--- config.mk ---
export PLATFORM = sky130hd
export DESIGN_NAME = cmd_intake
export DESIGN_NICKNAME = d
export VERILOG_FILES = /design/src/sched_pkg.sv /design/src/cmd_intake.sv
export SDC_FILE = /design/constraint.sdc
export NUM_CORES = 1
export LEC_CHECK = 0
export ABC_AREA = 0
export ABC_CLOCK_PERIOD_IN_PS = 6850
export BUFFER_PORTS_ARGS = -buffer_cell sky130_fd_sc_hd__buf_2
export CAP_MARGIN = 20
export CORE_AREA = 2 2 268 270
export CTS_BUF_LIST = sky130_fd_sc_hd__clkbuf_4
export CTS_CLUSTER_DIAMETER = 100
export CTS_CLUSTER_SIZE = 10
export DETAILED_ROUTE_END_ITERATION = 10
export DIE_AREA = 0 0 270 272
export GPL_ROUTABILITY_DRIVEN = 0
export PLACE_DENSITY = 0.44
export RECOVER_POWER = 100
export SLEW_MARGIN = 40
export SYNTH_ARGS = -nofsm -noshare
export SYNTH_HDL_FRONTEND = slang
export SYNTH_SLANG_ARGS = --single-unit
--- constraint.sdc ---
create_clock -name CLK -period 6.85 [get_ports CLK]
set_clock_uncertainty 0.05 [all_clocks]
set_input_delay 0.685 -clock CLK [delete_from_list [all_inputs] [get_ports CLK]]
set_output_delay 0.685 -clock CLK [all_outputs]
set_load 0.01 [all_outputs]
--- src/sched_pkg.sv ---
package sched_pkg;

	// ----------------------------------------------------------
	// time and command word
	// ----------------------------------------------------------
	typedef logic [63:0] time_t; // system time in clock ticks

	typedef struct packed {
		time_t       time_start;  // execution time, zero marks a free row
		logic [47:0] freq;        // start frequency
		logic [47:0] freq_step;   // frequency step
		logic [31:0] freq_rate;   // step rate
		logic [15:0] n_impulse;   // number of pulses
		logic [1:0]  type_impulse; // pulse type, low bits of the mcu byte
		logic [31:0] interval_ti; // pulse length
		logic [31:0] interval_tp; // pulse period
		logic [31:0] tblank1;     // first blanking interval
		logic [31:0] tblank2;     // second blanking interval
	} cmd_t;

	localparam time_t EMPTY_TIME = '0; // start time of an unused row

	localparam int BUSY_W = 16;
	typedef logic [BUSY_W-1:0] busy_t; // occupied row count

	// ----------------------------------------------------------
	// job flags and write requests
	// ----------------------------------------------------------
	typedef struct packed {
		logic alloc;     // new command waiting for a row
		logic resched;   // system time was reloaded
		logic exec_done; // presented command has been taken
	} pend_t;

	typedef struct packed {
		logic       write; // store the latched command
		logic       clear; // zero the row
		logic [7:0] addr;  // target row, low bits used
	} wr_req_t;

	typedef enum logic [1:0] {
		wr_clear_all,
		wr_clear_row,
		wr_write_row,
		wr_idle
	} write_state_e;

	typedef enum logic [2:0] {
		sc_idle,
		sc_find_free,
		sc_write_wait,
		sc_find_next,
		sc_load,
		sc_flush
	} scan_state_e;

endpackage
--- src/cmd_intake.sv ---
`timescale 1ns/1ps

module cmd_intake (
	input  logic              CLK,
	input  logic              rst_n,
	input  logic              spi_wr,          // mcu write strobe, level
	input  sched_pkg::cmd_t   cmd_in,          // command fields from the mcu port
	input  logic              sys_time_update, // time reload strobe
	input  logic              req_comm,        // sync block asks for the next command
	input  sched_pkg::pend_t  take,            // job accepted by the scanner
	output sched_pkg::cmd_t   cmd_latched,     // last received command
	output sched_pkg::pend_t  pend             // jobs not yet accepted
);

	logic spi_wr_q;   // previous strobe levels
	logic time_upd_q;
	logic req_comm_q;

	sched_pkg::pend_t rise; // one-cycle rising edge flags

	// ----------------------------------------------------------
	// edge detection
	// ----------------------------------------------------------
	assign rise.alloc     = spi_wr & ~spi_wr_q;
	assign rise.resched   = sys_time_update & ~time_upd_q;
	assign rise.exec_done = req_comm & ~req_comm_q;

	always_ff @(posedge CLK)
	begin
		if (!rst_n)
		begin
			spi_wr_q   <= 1'b0;
			time_upd_q <= 1'b0;
			req_comm_q <= 1'b0;
			pend       <= '0;
		end
		else
		begin
			spi_wr_q   <= spi_wr;
			time_upd_q <= sys_time_update;
			req_comm_q <= req_comm;
			pend       <= rise | (pend & ~take); // fresh edge beats a take
		end
	end

	// ----------------------------------------------------------
	// command holding register
	// ----------------------------------------------------------
	always_ff @(posedge CLK)
	begin
		if (rise.alloc)
			cmd_latched <= cmd_in; // stays put while a free row is searched
	end

endmodule

==> impl_metrics.json <==
{
  "hold_buffers": 340,
  "maxCapViolations": 1,
  "clk_pin_slew_worst_paths_ps": 120,
  "hold_path_class": "primary input to flop",
  "finalCriticalPeriod_ps": 3950,
  "cellLeakagePower_nw": 6.68,
  "post-route-period-util_pct": 57.7,
  "total_power_mw": 4.03,
  "ys_seq_elements": 344,
  "syn_area_mm2": 0.0104,
  "cts_resized": 0,
  "layout_setup_ws_ps": 2900,
  "ys.warnings.count": 0,
  "dieArea_mm2": 0.0734,
  "cp_data_required_time_ps": 7160,
  "yosysTopAreaCell": "edfxtp_1",
  "area_growth_pct": 77.9,
  "routed_wl_um": 36900,
  "io_buffer_count": 686,
  "avgSynthCellArea_um2": 29.1,
  "worst_pin_slew_ps": 2430,
  "crit_start": "spi_wr",
  "clkLatencyLatePin_ps": 780,
  "die_y_um": 272,
  "synth_nets": 702,
  "crit_slowest_cell": "nor2b_1",
  "ant_nets": 0,
  "multi_input_area_um2": 80.1,
  "path_class": "primary input to flop",
  "post_cts_buffers": 0,
  "fillerInstances": 7423,
  "yosysSeqAreaShare_pct": 99.2,
  "min_from": "take[2]",
  "tns_ps": 0,
  "synth_top_area_share_pct": 98.0,
  "grt_pass1_wl_um": 51900,
  "synth_edf_count": 338,
  "r2r_start": "spi_wr_q$_SDFF_PN0_",
  "initial_core_util_pct": 14.6,
  "r2r_cells": 2,
  "ff_latch_area_mm2": 0.0103,
  "drc": 0,
  "place_hpwl_um": 25700,
  "root_buffer": "clkbuf_4",
  "slew_viol_final": 25,
  "synth.distinct_cells": 9,
  "cts_inserted_buffers": 42,
  "worst-endpoint-arrival_ps": 4260,
  "antenna_found_initial": 13,
  "cts.sinks": 344,
  "r2r_slack_ps": 3150,
  "drtIter0Drc": 300,
  "cts_tree": "built",
  "yosys_most_used_dff": "edfxtp_1",
  "status": "complete, but fails checks",
  "slew_headroom_pct": -62.3,
  "vias": 7797,
  "synth_common_cells": "edfxtp_1 (338), dfxtp_1 (6), nand2b_1 (4), a21boi_1 (2), and2_1 (2)",
  "rows": 98,
  "nets": 1777,
  "crit_fanout": 26,
  "grt_pass1_vias": 8580,
  "fmax_mhz": 253,
  "setup_violations": 0,
  "violations": "capacitance limit, slew limit",
  "post_drt_via_cell_ratio": 3.25,
  "h-tree-depth": 2,
  "start_kind": "primary input",
  "peakVddDrop_uv": 137,
  "grt_usage_pct": 9.40,
  "hold_depth": 3,
  "wire_per_inst_um": 15.4,
  "pwr_density_cell_mw_per_mm2": 219,
  "cts_buffer_depth": 3,
  "rsz0062_at_grt": "false",
  "async_reset_ff_share_pct": 0,
  "first_pass_iters": 4,
  "path_cells": "dlygate4sd3_1 -> buf_2 -> nor2b_1 -> clkbuf_1",
  "syn_inst": 356,
  "reg2reg_to": "cmd_latched[174]$_DFFE_PP_",
  "end_kind": "flop",
  "overflow": 0,
  "layout-drive-gt1-share_pct": 25.3,
  "grt_max_degree": 151,
  "min_to": "pend[2]$_SDFF_PN0_",
  "ys_top_cells_by_area": "edfxtp_1 (98%), dfxtp_1 (1.2%), nand2b_1 (0.24%)",
  "dpl_worst_slack_ps": 4110,
  "synth_most_common_cell": "edfxtp_1",
  "die_x_um": 270,
  "coreArea_mm2": 0.0708,
  "hold_viol_final": 0,
  "ios": 687,
  "crit_path_max_incr_delay_ps": 1800
}
worst max-delay path by stage:
stage	end	slack (ps)	depth (start not counted)
after CTS	cmd_latched[86]	4450	1
after global placement	cmd_latched[303]$_DFFE_PP_	4160	3
after global routing	cmd_latched[174]$_DFFE_PP_	2660	4
after floorplan	cmd_latched[0]$_DFFE_PP_	620	1
final	cmd_latched[174]$_DFFE_PP_	2900	4
after detailed placement	cmd_latched[104]$_DFFE_PP_	4110	3
state kept, by name (all words and copies together), names as in the netlist:
name / cells
time_upd_q: 1
spi_wr_q: 1
pend: 3
req_comm_q: 1
cmd_latched: 338
logic make-up (layout without fill, tap and decap cells):
kind of cell,count (synthesis),in the layout,synth area share (%)
buffers and inverters,0,1087,0
other,0,3,0
AND/OR/NAND/NOR,9,9,0.628
flip-flops,344,344,99.2
AO/OA/AOI/OAI,3,3,0.217
final cells by class:
type,count,share of cell area [%]
Clock inverter,5,0.204
Multi-Input combinational cell,12,0.435
Antenna cell,3,0.0407
Timing Repair Buffer,1031,35.0
Tap cell,950,6.45
Sequential cell,344,55.7
Clock buffer,51,2.08
routing by layer:
layer,track usage [%],vias to the layer above,share of wire [%]
li1,-,3590,-
met1,9.82,3692,37
met2,16.8,409,51
met3,3.59,88,8.5
met4,4.18,18,3.6
met5,0,-,0.32
stage by stage:
| stage | cells | utilization, % | hold WS, ps | area (um^2) |
|---|---|---|---|---|
| floorplan | 356 | - | 415 | 10400 |
| global placement | 1995 | 21.2 | 409 | 15000 |
| detailed placement | 1995 | 21.2 | 432 | 15000 |
| CTS | 2391 | 26.6 | 12.2 | 18900 |
| global route | 2396 | 26.0 | 102 | 18400 |
| finish | 2396 | 26.0 | 204 | 18400 |
power by group:
part	total, mW	internal, mW	leakage [nW]	switching (mW)
registers	2.48	2.45	3.29	0.0356
clock network	1.08	0.348	0.252	0.730
logic	0.467	0.241	3.14	0.226
total	4.03	3.04	6.68	0.992
worst max-delay path, delay by kind of cell:
family,cells,cell delay [ps]
buffers and inverters,3,1750
AND/OR/NAND/NOR,1,1800
layout by cell type (no fill, tap or decap), types with 3 or more instances in the layout:
| cell type | n |
|---|---|
| clkbuf_1 | 383 |
| dlygate4sd3_1 | 340 |
| edfxtp_1 | 338 |
| buf_2 | 304 |
| clkbuf_4 | 51 |
| dfxtp_1 | 6 |
| nand2b_1 | 4 |
| diode_2 | 3 |
Power figures use the tool's default switching activity.
