===== src/sched_pkg.sv =====
package sched_pkg;

	// ----------------------------------------------------------
	// time and command word
	// ----------------------------------------------------------
	typedef logic [63:0] time_t; // system time in clock ticks

	typedef struct packed {
		time_t       time_start;  // execution time, zero marks a free row
		logic [47:0] freq;        // start frequency
		logic [47:0] freq_step;   // frequency step
		logic [31:0] freq_rate;   // step rate
		logic [15:0] n_impulse;   // number of pulses
		logic [1:0]  type_impulse; // pulse type, low bits of the mcu byte
		logic [31:0] interval_ti; // pulse length
		logic [31:0] interval_tp; // pulse period
		logic [31:0] tblank1;     // first blanking interval
		logic [31:0] tblank2;     // second blanking interval
	} cmd_t;

	localparam time_t EMPTY_TIME = '0; // start time of an unused row

	localparam int BUSY_W = 16;
	typedef logic [BUSY_W-1:0] busy_t; // occupied row count

	// ----------------------------------------------------------
	// job flags and write requests
	// ----------------------------------------------------------
	typedef struct packed {
		logic alloc;     // new command waiting for a row
		logic resched;   // system time was reloaded
		logic exec_done; // presented command has been taken
	} pend_t;

	typedef struct packed {
		logic       write; // store the latched command
		logic       clear; // zero the row
		logic [7:0] addr;  // target row, low bits used
	} wr_req_t;

	typedef enum logic [1:0] {
		wr_clear_all,
		wr_clear_row,
		wr_write_row,
		wr_idle
	} write_state_e;

	typedef enum logic [2:0] {
		sc_idle,
		sc_find_free,
		sc_write_wait,
		sc_find_next,
		sc_load,
		sc_flush
	} scan_state_e;

endpackage

===== src/row_writer.sv =====
`timescale 1ns/1ps

module row_writer #(
	parameter int ADDR_W = 6
) (
	input  logic                 CLK,
	input  logic                 rst_n,
	input  sched_pkg::wr_req_t   wr_req,      // one-cycle request from the scanner
	input  sched_pkg::cmd_t      cmd_latched, // command to store on a write
	output logic                 wr_en,
	output logic [ADDR_W-1:0]    wr_addr,
	output sched_pkg::cmd_t      wr_data,
	output logic                 writer_busy  // high while not idle
);

	localparam logic [ADDR_W-1:0] LAST_ROW = '1;

	sched_pkg::write_state_e state;
	logic [ADDR_W-1:0]       row_addr; // target row, also the clear-all counter

	// ----------------------------------------------------------
	// write FSM
	// ----------------------------------------------------------
	always_ff @(posedge CLK)
	begin
		if (!rst_n)
		begin
			state    <= sched_pkg::wr_clear_all; // wipe the memory after reset
			row_addr <= '0;
		end
		else
		begin
			case (state)
				sched_pkg::wr_clear_all:
				begin
					row_addr <= row_addr + 1'b1; // one row per cycle
					if (row_addr == LAST_ROW)
						state <= sched_pkg::wr_idle;
				end
				sched_pkg::wr_clear_row:
					state <= sched_pkg::wr_idle; // single cycle delete
				sched_pkg::wr_write_row:
					state <= sched_pkg::wr_idle; // single cycle store
				default:
				begin
					if (wr_req.clear)
					begin
						state    <= sched_pkg::wr_clear_row;
						row_addr <= wr_req.addr[ADDR_W-1:0];
					end
					else if (wr_req.write)
					begin
						state    <= sched_pkg::wr_write_row;
						row_addr <= wr_req.addr[ADDR_W-1:0];
					end
				end
			endcase
		end
	end

	// ----------------------------------------------------------
	// memory write port
	// ----------------------------------------------------------
	assign writer_busy = (state != sched_pkg::wr_idle);
	assign wr_en       = writer_busy; // every non-idle state writes one row
	assign wr_addr     = row_addr;

	always_comb
	begin
		if (state == sched_pkg::wr_write_row)
			wr_data = cmd_latched;
		else
			wr_data = '0; // clear and clear-all store zeros
	end

endmodule


===== config.mk =====
export PLATFORM = sky130hd
export DESIGN_NAME = row_writer
export DESIGN_NICKNAME = d
export VERILOG_FILES = /design/src/sched_pkg.sv /design/src/row_writer.sv
export SDC_FILE = /design/constraint.sdc
export NUM_CORES = 1
export LEC_CHECK = 0
export ABC_CLOCK_PERIOD_IN_PS = 1450
export BUFFER_PORTS_ARGS = -buffer_cell sky130_fd_sc_hd__buf_2
export CORE_AREA = 10 10 261 263
export CTS_CLUSTER_SIZE = 12
export DETAILED_ROUTE_END_ITERATION = 12
export DIE_AREA = 0 0 271 273
export PLACE_DENSITY_LB_ADDON = 0.05
export SKIP_CTS_REPAIR_TIMING = 1
export SLEW_MARGIN = 15
export SYNTH_ARGS = -nofsm -noshare
export SYNTH_HDL_FRONTEND = slang
export SYNTH_SLANG_ARGS = --single-unit
export TNS_END_PERCENT = 5

===== constraint.sdc =====
create_clock -name CLK -period 1.45 [get_ports CLK]
set_input_delay 0.0725 -clock CLK [delete_from_list [all_inputs] [get_ports CLK]]
set_output_delay 0.0725 -clock CLK [all_outputs]
set_load 0.02 [all_outputs]

==> key figures <==
Status
  – Status: complete, but fails checks
  – Failing checks: setup timing

Pwr
  – Logic pwr share: 0.415
  – Switching power: 0.283 mW
  – Clk pwr share: 0.393
  – Lkg Pwr: 4.99 nW
  – Max VDD drop: 0.325 mV
  – Switching Fraction: 0.230
  – Internal Power: approximately 0.95 mW
  – Sequential power share: 0.192
  – Pwr/cell area: 137 nW/um^2

Setup path
  – Critical path's top delay family: buffers and inverters
  – Critical Path Start: state[1]
  – Worst setup path class: register to output port
  – Most used cell, CP: buf_12
  – Reg-to-reg startpoint: state[0]
  – CP Launch Type: register
  – Worst Setup End Kind: output port
  – Required time worst endpoint: 1380 ps
  – Crit path DAT: 1560 ps
  – Max stage delay cell, worst path: dfxtp_2
  – Worst-path fanout max: 38
  – Cell chain of the critical path: buf_6 > ha_4 > buf_12 > buf_12 > and2_1 > clkbuf_4
  – Worst path bufs/invs: 4
  – Critical Path Max Stage Delay: 320 ps

Yosys
  – Post-Synthesis Cells: about 440
  – Seq/Total Area, Yosys: 0.0565
  – Mapped Area: around 2800 sq um
  – Number of distinct library cells after synthesis: 34
  – Post-synth EDFFs: 0
  – Avg Inst Size Synth: 6.43 sq um
  – Flops & latches, synth: 8
  – Net count after synthesis: 795
  – Top_reg_cell synth: dfxtp_1
  – Number of synthesis warnings: 0
  – FFs w/ async S/R, synth: 0

Clocking
  – CTS tree: built
  – Clk buf depth: 2
  – CTS sink cnt: 8
  – # H-tree levels: 1
  – Total CTS buffers: 3
  – Clock Latency Late Sink: about 230 ps
  – Root buffer cell: clkbuf_16
  – Clk pin slew, worst setup/hold paths: 40 ps

Cells and area
  – Final Core Density: 0.143
  – Fin nets: around 1500
  – Area grow syn2layout: 217%
  – Share of layout cells above drive strength 1: 0.719

Routing
  – Via count: ~5600
  – Initial DRC Count: 164
  – DRT Pass-1 Iters: 4
  – Antenna viol nets, final: 0
  – Routed WL: 43600 um
  – DRC: 0
  – Drt wl/cell: 21.8 um
  – Vias per inst: 2.78

STA
  – Max-slew headroom: 0.728
  – Worst setup margin: -184 ps
  – RSZ-0062 raised after global routing: true
  – Fin crit share: 1.13
  – Setup TNS: -37680 ps
  – Achievable frequency: 0.612 GHz
  – Hold Fails Final Rpt: 0
  – Minimum clock period: 1630 ps
  – Clock skew: 0.811 ps
  – Setup violators final: between 300 and 400
  – Max Slew Vio Count: 0
  – Worst Tran Pin Value: ~410 ps

GRT
  – Initial antenna violation count: 32
  – Total GRT Usage: 0.105
  – Largest net degree at the start of global routing: 64
  – Vias in the first global route: 5436
  – First-pass GRT wire length: roughly 54000 um
  – GRT overflow: 0

Floorplan
  – Die height: 273 um
  – Top-Level Pins: around 700
  – Die ar.: 74000 sq um
  – Core Area: between 60000 and 70000 sq um
  – Placement Rows: 92
  – Chip width: 271 um
  – Initial Util: 0.0452

Place
  – DP HPWL: 39400 um
  – PortBufs: approximately 690
  – RePlAce Congestion: 0.784

Hold path
  – Min-Delay Startpoint: rst_n
  – Worst Hold Class: input pin to register

Job
  – Max-cap violations: 0
state kept, by name, indices dropped and copies added, names as in the netlist:
| signal | cells |
|---|---|
| state | 2 |
| wr_addr | 6 |
cell usage after synthesis (all sizes together) (2+ instances only):
master	count	area (sq um)
dfxtp	8	160
a21oi	2	10.0
buf	3	20.0
or2	2	12.5
o21ai	2	10.0
nand2	4	15.0
or3	2	12.5
nand3	2	15.0
and2	338	2110
nand2b	2	12.5
nor2	3	11.3
o221a	3	33.8
inv	6	22.5
nor3	4	31.3
clkbuf	38	143
o31ai	3	22.5
ha	4	50.1
a32o	2	20.0
a211o	2	18.8
routing by layer:
| metal | track usage | share of wire | up-vias | routed length [um] |
|---|---|---|---|---|
| li1 | - | - | 2760 | - |
| met1 | 0.0929 | 0.33 | 2423 | 14300 |
| met2 | 0.207 | 0.56 | 300 | 24400 |
| met3 | 0.0506 | 0.089 | 56 | 3870 |
| met4 | 0.0259 | 0.021 | 16 | 899 |
| met5 | 0.00788 | 0.0025 | - | 109 |
through the flow:
stage / instance area [sq um] / setup slack [ps] / std cells / hold WS [ps] / power, mW
2_1_floorplan: 2850 / -36.6 / 441 / 212 / 0.281
3_3_place_gp: 7590 / -97.7 / 1971 / 429 / 0.747
3_5_place_dp: 7590 / -58.3 / 1971 / 422 / 0.746
4_1_cts: 7670 / -253 / 1974 / 176 / 1.25
5_1_grt: 8990 / -282 / 1994 / 190 / 1.32
6_report: 9000 / -184 / 1998 / 181 / 1.23
cell type report:
type	instances	area (sq um)
fill	7352	53700
clock buffer	3	75.1
multi-input combinational	386	2690
timing repair buffer	734	4950
antenna	15	37.5
sequential	8	165
inverter	6	22.5
tap	846	1060
cells by family (layout without fill, tap and decap cells):
| family | after synthesis | in the layout | synth area share |
|---|---|---|---|
| and+or+nand+nor | 360 | 360 | 0.794 |
| DFF | 8 | 8 | 0.0565 |
| other | 0 | 15 | 0 |
| buffers and inverters | 47 | 743 | 0.0653 |
| AOI/OAI and AO/OA | 21 | 21 | 0.0631 |
| adders and majority gates | 4 | 4 | 0.0177 |
| muxes | 1 | 1 | 0.00353 |
worst register-to-register path: cells and delay by family (launching register included):
family | cells | cell delay (ps)
simple gates | 2 | 580
compound gates | 1 | 200
flops | 1 | 310
fa+ha+maj | 1 | 210
buf+inv | 2 | 190
layout by cell type (no fill, tap or decap), types with 2 or more instances in the layout:
| cell | Yosys | layout |
|---|---|---|
| a21oi_1 | 2 | 2 |
| a32o_1 | 2 | 2 |
| and2_1 | 338 | 277 |
| and2_4 | 0 | 61 |
| buf_12 | 0 | 6 |
| buf_16 | 0 | 4 |
| buf_2 | 1 | 527 |
| buf_4 | 2 | 41 |
| buf_6 | 0 | 131 |
| clkbuf_16 | 0 | 9 |
| clkbuf_4 | 0 | 18 |
| dfxtp_1 | 8 | 4 |
| dfxtp_2 | 0 | 4 |
| diode_2 | 0 | 15 |
| ha_1 | 4 | 2 |
| ha_4 | 0 | 2 |
| inv_1 | 6 | 5 |
| nand2_1 | 4 | 4 |
| nand2b_1 | 2 | 2 |
| nor2_1 | 3 | 3 |
| nor3_1 | 3 | 3 |
| o21ai_0 | 2 | 2 |
| o221a_2 | 3 | 3 |
| o31ai_1 | 3 | 2 |
| or2_2 | 2 | 2 |
| or3_1 | 2 | 2 |
power by group through the flow:
| stage | Combinational (mW) | Clock [mW] | Sequential (mW) |
|---|---|---|---|
| 2_1_floorplan | 0.0305 | 0 | 0.250 |
| 3_3_place_gp | 0.505 | 0 | 0.242 |
| 3_5_place_dp | 0.506 | 0 | 0.240 |
| 4_1_cts | 0.510 | 0.500 | 0.237 |
| 5_1_grt | 0.573 | 0.509 | 0.238 |
| 6_report | 0.511 | 0.483 | 0.236 |
worst paths after layout:
kind	to	slack (ps)	cells after the start
setup reg to reg	wr_addr[5]	-130	6
hold reg to reg	wr_addr[1]	500	2
hold / removal	wr_addr[0]	180	2
setup / recovery	wr_data[32]	-180	6
Note: power is estimated with default switching activity, not from simulation.
