--- src/sched_pkg.sv ---
package sched_pkg;

	// ----------------------------------------------------------
	// time and command word
	// ----------------------------------------------------------
	typedef logic [63:0] time_t; // system time in clock ticks

	typedef struct packed {
		time_t       time_start;  // execution time, zero marks a free row
		logic [47:0] freq;        // start frequency
		logic [47:0] freq_step;   // frequency step
		logic [31:0] freq_rate;   // step rate
		logic [15:0] n_impulse;   // number of pulses
		logic [1:0]  type_impulse; // pulse type, low bits of the mcu byte
		logic [31:0] interval_ti; // pulse length
		logic [31:0] interval_tp; // pulse period
		logic [31:0] tblank1;     // first blanking interval
		logic [31:0] tblank2;     // second blanking interval
	} cmd_t;

	localparam time_t EMPTY_TIME = '0; // start time of an unused row

	localparam int BUSY_W = 16;
	typedef logic [BUSY_W-1:0] busy_t; // occupied row count

	// ----------------------------------------------------------
	// job flags and write requests
	// ----------------------------------------------------------
	typedef struct packed {
		logic alloc;     // new command waiting for a row
		logic resched;   // system time was reloaded
		logic exec_done; // presented command has been taken
	} pend_t;

	typedef struct packed {
		logic       write; // store the latched command
		logic       clear; // zero the row
		logic [7:0] addr;  // target row, low bits used
	} wr_req_t;

	typedef enum logic [1:0] {
		wr_clear_all,
		wr_clear_row,
		wr_write_row,
		wr_idle
	} write_state_e;

	typedef enum logic [2:0] {
		sc_idle,
		sc_find_free,
		sc_write_wait,
		sc_find_next,
		sc_load,
		sc_flush
	} scan_state_e;

endpackage
--- src/row_scanner.sv ---
`timescale 1ns/1ps

module row_scanner #(
	parameter int ADDR_W = 6
) (
	input  logic                 CLK,
	input  logic                 rst_n,
	input  sched_pkg::time_t     cur_time,     // running system time
	input  sched_pkg::pend_t     pend,         // pending jobs from the intake
	input  logic                 writer_busy,
	input  sched_pkg::cmd_t      rd_data,      // memory row, two cycles after rd_addr
	output sched_pkg::pend_t     take,         // job accept pulses
	output sched_pkg::wr_req_t   wr_req,       // write or clear strobe
	output logic [ADDR_W-1:0]    rd_addr,
	output logic                 data_wr,      // new command pulse for the sync block
	output sched_pkg::cmd_t      cmd_out,      // presented command
	output logic                 search_fault, // no future command stored
	output sched_pkg::busy_t     busy_rows     // non-empty rows at the last pass
);

	localparam logic [ADDR_W-1:0] LAST_ROW = '1;

	sched_pkg::scan_state_e state;
	sched_pkg::time_t       cur_q;     // registered current time
	logic                   iss;       // rd_addr holds an address to read
	logic                   v_d1;      // read pipeline valid bits
	logic                   v_d2;
	logic [ADDR_W-1:0]      a_d1;      // read pipeline addresses
	logic [ADDR_W-1:0]      a_d2;      // row that rd_data belongs to
	logic                   flush_cnt; // two flush cycles
	logic                   found;     // a future command has been seen
	sched_pkg::busy_t       busy_cnt;  // non-empty rows in this pass
	sched_pkg::cmd_t        best_cmd;  // earliest future command so far
	logic [ADDR_W-1:0]      best_addr;
	logic [ADDR_W-1:0]      exec_row;  // row of the presented command
	logic                   scan_hit;  // rd_data is part of a find_next pass
	logic                   better;    // rd_data beats the current best

	assign scan_hit = v_d2 && (state == sched_pkg::sc_find_next || state == sched_pkg::sc_flush);
	assign better   = scan_hit && (rd_data.time_start > cur_q)
	                  && (!found || rd_data.time_start < best_cmd.time_start); // ties keep lower row

	// ----------------------------------------------------------
	// read pipeline tracking
	// ----------------------------------------------------------
	always_ff @(posedge CLK)
	begin
		cur_q <= cur_time;
		a_d1  <= rd_addr;
		a_d2  <= a_d1;
		if (better)
		begin
			best_cmd  <= rd_data;
			best_addr <= a_d2;
		end
	end

	always_ff @(posedge CLK)
	begin
		if (!rst_n)
		begin
			v_d1     <= 1'b0;
			v_d2     <= 1'b0;
			found    <= 1'b0;
			busy_cnt <= '0;
		end
		else
		begin
			v_d1 <= iss;
			v_d2 <= v_d1;
			if (state == sched_pkg::sc_idle || state == sched_pkg::sc_write_wait)
			begin
				found    <= 1'b0; // fresh pass
				busy_cnt <= '0;
			end
			else if (scan_hit)
			begin
				if (rd_data.time_start != sched_pkg::EMPTY_TIME)
					busy_cnt <= busy_cnt + 1'b1;
				if (better)
					found <= 1'b1;
			end
		end
	end

	// ----------------------------------------------------------
	// scan FSM
	// ----------------------------------------------------------
	always_ff @(posedge CLK)
	begin
		if (!rst_n)
		begin
			state        <= sched_pkg::sc_idle;
			iss          <= 1'b0;
			rd_addr      <= '0;
			flush_cnt    <= 1'b0;
			take         <= '0;
			wr_req       <= '0;
			data_wr      <= 1'b0;
			search_fault <= 1'b0;
			busy_rows    <= '0;
			exec_row     <= '0;
			cmd_out      <= '0;
		end
		else
		begin
			take    <= '0; // strobes last one cycle
			wr_req  <= '0;
			data_wr <= 1'b0;
			case (state)
				sched_pkg::sc_idle:
				begin
					rd_addr <= '0;
					if (!writer_busy && pend.alloc)
					begin
						take.alloc <= 1'b1;
						iss        <= 1'b1;
						state      <= sched_pkg::sc_find_free;
					end
					else if (!writer_busy && pend.exec_done)
					begin
						take.exec_done <= 1'b1;
						take.resched   <= pend.resched; // the same pass covers it
						wr_req         <= '{write: 1'b0, clear: 1'b1, addr: 8'(exec_row)};
						state          <= sched_pkg::sc_write_wait;
					end
					else if (!writer_busy && pend.resched)
					begin
						take.resched <= 1'b1;
						iss          <= 1'b1;
						state        <= sched_pkg::sc_find_next;
					end
				end
				sched_pkg::sc_find_free:
				begin
					if (iss)
					begin
						if (rd_addr == LAST_ROW)
							iss <= 1'b0; // all addresses issued
						else
							rd_addr <= rd_addr + 1'b1;
					end
					if (v_d2 && rd_data.time_start == sched_pkg::EMPTY_TIME)
					begin
						iss    <= 1'b0; // first free row wins
						wr_req <= '{write: 1'b1, clear: 1'b0, addr: 8'(a_d2)};
						state  <= sched_pkg::sc_write_wait;
					end
					else if (v_d2 && a_d2 == LAST_ROW)
						state <= sched_pkg::sc_idle; // memory full, command dropped
				end
				sched_pkg::sc_write_wait:
				begin
					rd_addr <= '0;
					if (!wr_req.write && !wr_req.clear && !writer_busy)
					begin
						iss   <= 1'b1; // row is settled, search again
						state <= sched_pkg::sc_find_next;
					end
				end
				sched_pkg::sc_find_next:
				begin
					if (rd_addr == LAST_ROW)
					begin
						iss       <= 1'b0;
						flush_cnt <= 1'b0;
						state     <= sched_pkg::sc_flush;
					end
					else
						rd_addr <= rd_addr + 1'b1;
				end
				sched_pkg::sc_flush:
				begin
					flush_cnt <= 1'b1;
					if (flush_cnt)
						state <= sched_pkg::sc_load; // last row compared this cycle
				end
				default: // load
				begin
					busy_rows <= busy_cnt;
					if (found)
					begin
						cmd_out      <= best_cmd;
						exec_row     <= best_addr; // deleted on the next req_comm
						data_wr      <= 1'b1;
						search_fault <= 1'b0;
					end
					else
						search_fault <= 1'b1;
					state <= sched_pkg::sc_idle;
				end
			endcase
		end
	end

endmodule

--- config.mk ---
export PLATFORM = sky130hd
export DESIGN_NAME = row_scanner
export DESIGN_NICKNAME = d
export VERILOG_FILES = /design/src/sched_pkg.sv /design/src/row_scanner.sv
export SDC_FILE = /design/constraint.sdc
export NUM_CORES = 1
export LEC_CHECK = 0
export BUFFER_PORTS_ARGS = -buffer_cell sky130_fd_sc_hd__buf_2
export CAP_MARGIN = 20
export CORE_AREA = 2 2 304 306
export DETAILED_ROUTE_END_ITERATION = 6
export DIE_AREA = 0 0 306 308
export GPL_TIMING_DRIVEN = 0
export SLEW_MARGIN = 15
export SYNTH_ARGS = -nofsm -noshare
export SYNTH_HDL_FRONTEND = slang
export SYNTH_SLANG_ARGS = --single-unit
export TNS_END_PERCENT = 10
--- constraint.sdc ---
create_clock -name CLK -period 56.8 [get_ports CLK]
set_input_delay 5.68 -clock CLK [delete_from_list [all_inputs] [get_ports CLK]]
set_output_delay 5.68 -clock CLK [all_outputs]
set_load 0.02 [all_outputs]
==> run metrics <==
worst r2r path cells 19; fin nets 3372; MaxCap Viol Count 0; Layout area overhead 31.46%; ys async rst share 0%; Clock Skew 26.81 ps; WP data arrival 10450 ps; CTS Buffer Depth 3; FF+latch area around 0.020 mm²; GPL Wtd Cong 0.8490; sw frac 21.93%; critical path launch point type primary input; wire length per cell 21.22 µm; GRT Overall Usage 17.74%; multi-input logic area around 0.0071 mm²; Initial DRT Pass Iterations 5; Slew Viols, Final 0; Root Buffer clkbuf_16; Clock Latency Late Sink 650 ps; Period Utilization, post-route about 18%; height of the die between 300 and 400 µm; syn avg cell area 14.44 µm²; Hold Path Depth 0; Final TNS setup 0 ps; Crit path required time 57170 ps; die area 0.09425 mm²; hpwl dp just under 70000 µm; Hold Buf Count CTS 0; Synth Register Bits 823; Psw 275.8 µW; layout cells sized above 1 a little over a third; total core area 0.09097 mm²; Hold Path Class reg -> reg; Die W approximately 300 µm; clock-pin slew on the worst setup and hold paths roughly 60 ps; sequential area share after synthesis 71.28%; pre-CTS WS 46070 ps; initial antenna violation count 39; number of synthesized flops with an enable pin 344; vias 19280; Synth Instances roughly 1900; Rows 111; CP endpoint kind flip-flop; I/O pin count 783; Cell Pwr Density 34.23 mW/mm²; Max IR drop VDD between 0.02 and 0.025 mV; Clk pwr share a little under half; clk sink count around 820; leakage 0.01622 µW; Routed WL roughly 87000 µm; synthesized area 0.02795 mm²; Worst Hold Slack 318.1 ps; CTS Buf Count 87; DRT antenna net count 0; largest net degree at the start of global routing 17; Pint around 980 µW; fin crit period around 10000 ps; Slew @ Worst Pin 876.4 ps; max_slew headroom 41.42%; fillcell total 8547; Post-route DRC 0; final hold viol count 0; Comb pwr share 4.7%; Synth cell types a little under 60; port bufs 780; final worst slack between 40000 and 50000 ps; ys flop type dfxtp_1; initial drt markers around 1300; Post-CTS Setup Inserts 0; initial core utilization 30.72%; f_max 99.21 MHz; yosys warns 0; Crit Path Category in -> reg; post_cts resized 0; grt ovf 0; Seq pwr share 49.6%; CTS tree done; Power Total roughly 1300 µW; unrepaired setup endpoints after global routing no; CP Max Fanout 15; htree depth 3; number of global-route vias before repair 18550; via/cell ratio around 4.7; final setup violation count 0; status finished clean; first-pass GRT wire length 123700 µm
==> through the flow <==
stage	instance area (µm²)	utilization, %	std cells
final	36740	40.39	4110
after global routing	36720	40.36	4102
after detailed placement	33760	37.11	3932
after CTS	36700	40.34	4094
after global placement	33340	36.65	3902
after floorplan	27950	-	1936
==> Yosys cell counts, drive strengths merged (2+ instances only) <==
master  instances  share of area (%)
dfxtp         479                 34
a22o          345                 11
edfxtp        344                 37
inv           133                1.8
ha            129                5.8
nand2          75                1.0
buf            64                1.4
a21oi          51               0.91
nor2           49               0.66
nand4          29               0.65
clkbuf         26               0.35
nand3          23               0.41
o21ai          23               0.41
nor4           21               0.52
a21boi         19               0.52
xor2           17               0.53
a21o           14               0.38
and3           11               0.25
nor3           10               0.26
a211oi          8               0.21
a22oi           7               0.19
and2            7               0.16
nor2b           6               0.13
or3             5               0.11
and4            4               0.13
o21a            4               0.11
a221oi          3              0.094
o211ai          3              0.081
xnor2           3              0.094
a211o           2              0.063
a31o            2              0.063
and4bb          2              0.090
nand2b          2              0.045
==> area by class of cell <==
class / count / area share, %
sequential: 823 / 54.22
multi-input combinational: 890 / 19.22
tap: 1186 / 4.039
buffer: 90 / 1.321
clock buffer: 124 / 6.995
inverter: 133 / 1.359
timing repair buffer: 810 / 11.75
antenna: 16 / 0.1090
clock inverter: 38 / 0.9945
==> power groups by stage <==
stage,Clock (µW),Sequential (µW),Combinational (µW)
floorplan,0,638,30.1
global placement,0,639,57.9
detailed placement,0,636,59.4
CTS,589,623,59.8
global route,611,624,66.4
finish,575,623,59.4
==> final timing paths <==
check | from | endpoint | slack (ps)
setup / recovery | rd_data[288] | best_cmd[178]$_DFFE_PP_ | 46720
hold / removal | a_d1[1]$_DFF_P_ | a_d2[1]$_DFF_P_ | 320
setup reg to reg | cur_q[14]$_DFF_P_ | best_cmd[178]$_DFFE_PP_ | 51580
hold reg to reg | a_d1[1]$_DFF_P_ | a_d2[1]$_DFF_P_ | 320
==> metal layers <==
metal  track usage, %  vias to the layer above  routed length [µm]
met5                0                        -                 219
met4            5.946                       30                2645
met3            6.239                      189                7426
met2            29.70                      701               41930
met1            21.18                     9266               35000
li1                 -                     9098                   -
==> cell usage in the layout, fill, tap and decap left out, drive strengths merged, types with 5 or more instances in the layout <==
| cell | instances |
|---|---|
| nand3 | 23 |
| edfxtp | 344 |
| a211oi | 8 |
| ha | 129 |
| or3 | 5 |
| xor2 | 17 |
| nor3 | 10 |
| nand2 | 75 |
| nand4 | 29 |
| nor2b | 6 |
| buf | 874 |
| a21o | 14 |
| and2 | 7 |
| and3 | 11 |
| clkinv | 26 |
| clkbuf | 150 |
| a22oi | 7 |
| a21boi | 19 |
| inv | 140 |
| nor4 | 21 |
| diode | 16 |
| dfxtp | 479 |
| nor2 | 49 |
| a22o | 345 |
| a21oi | 51 |
| o21ai | 23 |
==> sequential cells by signal, summed over array words and instances (netlist names), 3 cells and up <==
name and count:
take 3, rd_addr 6, busy_rows 16, state 3, a_d2 6, best_cmd 338, wr_req 8, best_addr 6
a_d1 6, cur_q 64, busy_cnt 16, exec_row 6, cmd_out 338
==> kinds of logic (layout without fill, tap and decap cells) <==
group	count (synthesis)	after routing	synth area share, %
other	1	18	0.01342
XOR/XNOR	20	20	0.6268
AND/OR/NAND/NOR	247	247	4.527
multiplexers	1	1	0.03582
AO/OA/AOI/OAI	491	491	14.22
flip-flops	823	823	71.28
buffers and inverters	223	1195	3.524
adder cells (fa/ha/maj)	129	129	5.776
==> worst max-delay path: stages <==
cell	delay [ps]
buf_2	140
ha_1	330
nand4_1	170
or3_1	520
a21oi_1	410
or4b_1	380
a211oi_1	140
a211o_1	320
a211oi_4	470
buf_6	270
buf_8	200
buf_16	170
buf_8	170
buf_8	180
buf_8	170
buf_8	170
buf_8	160
buf_6	160
buf_6	160
(Power assumes the default switching activity.)
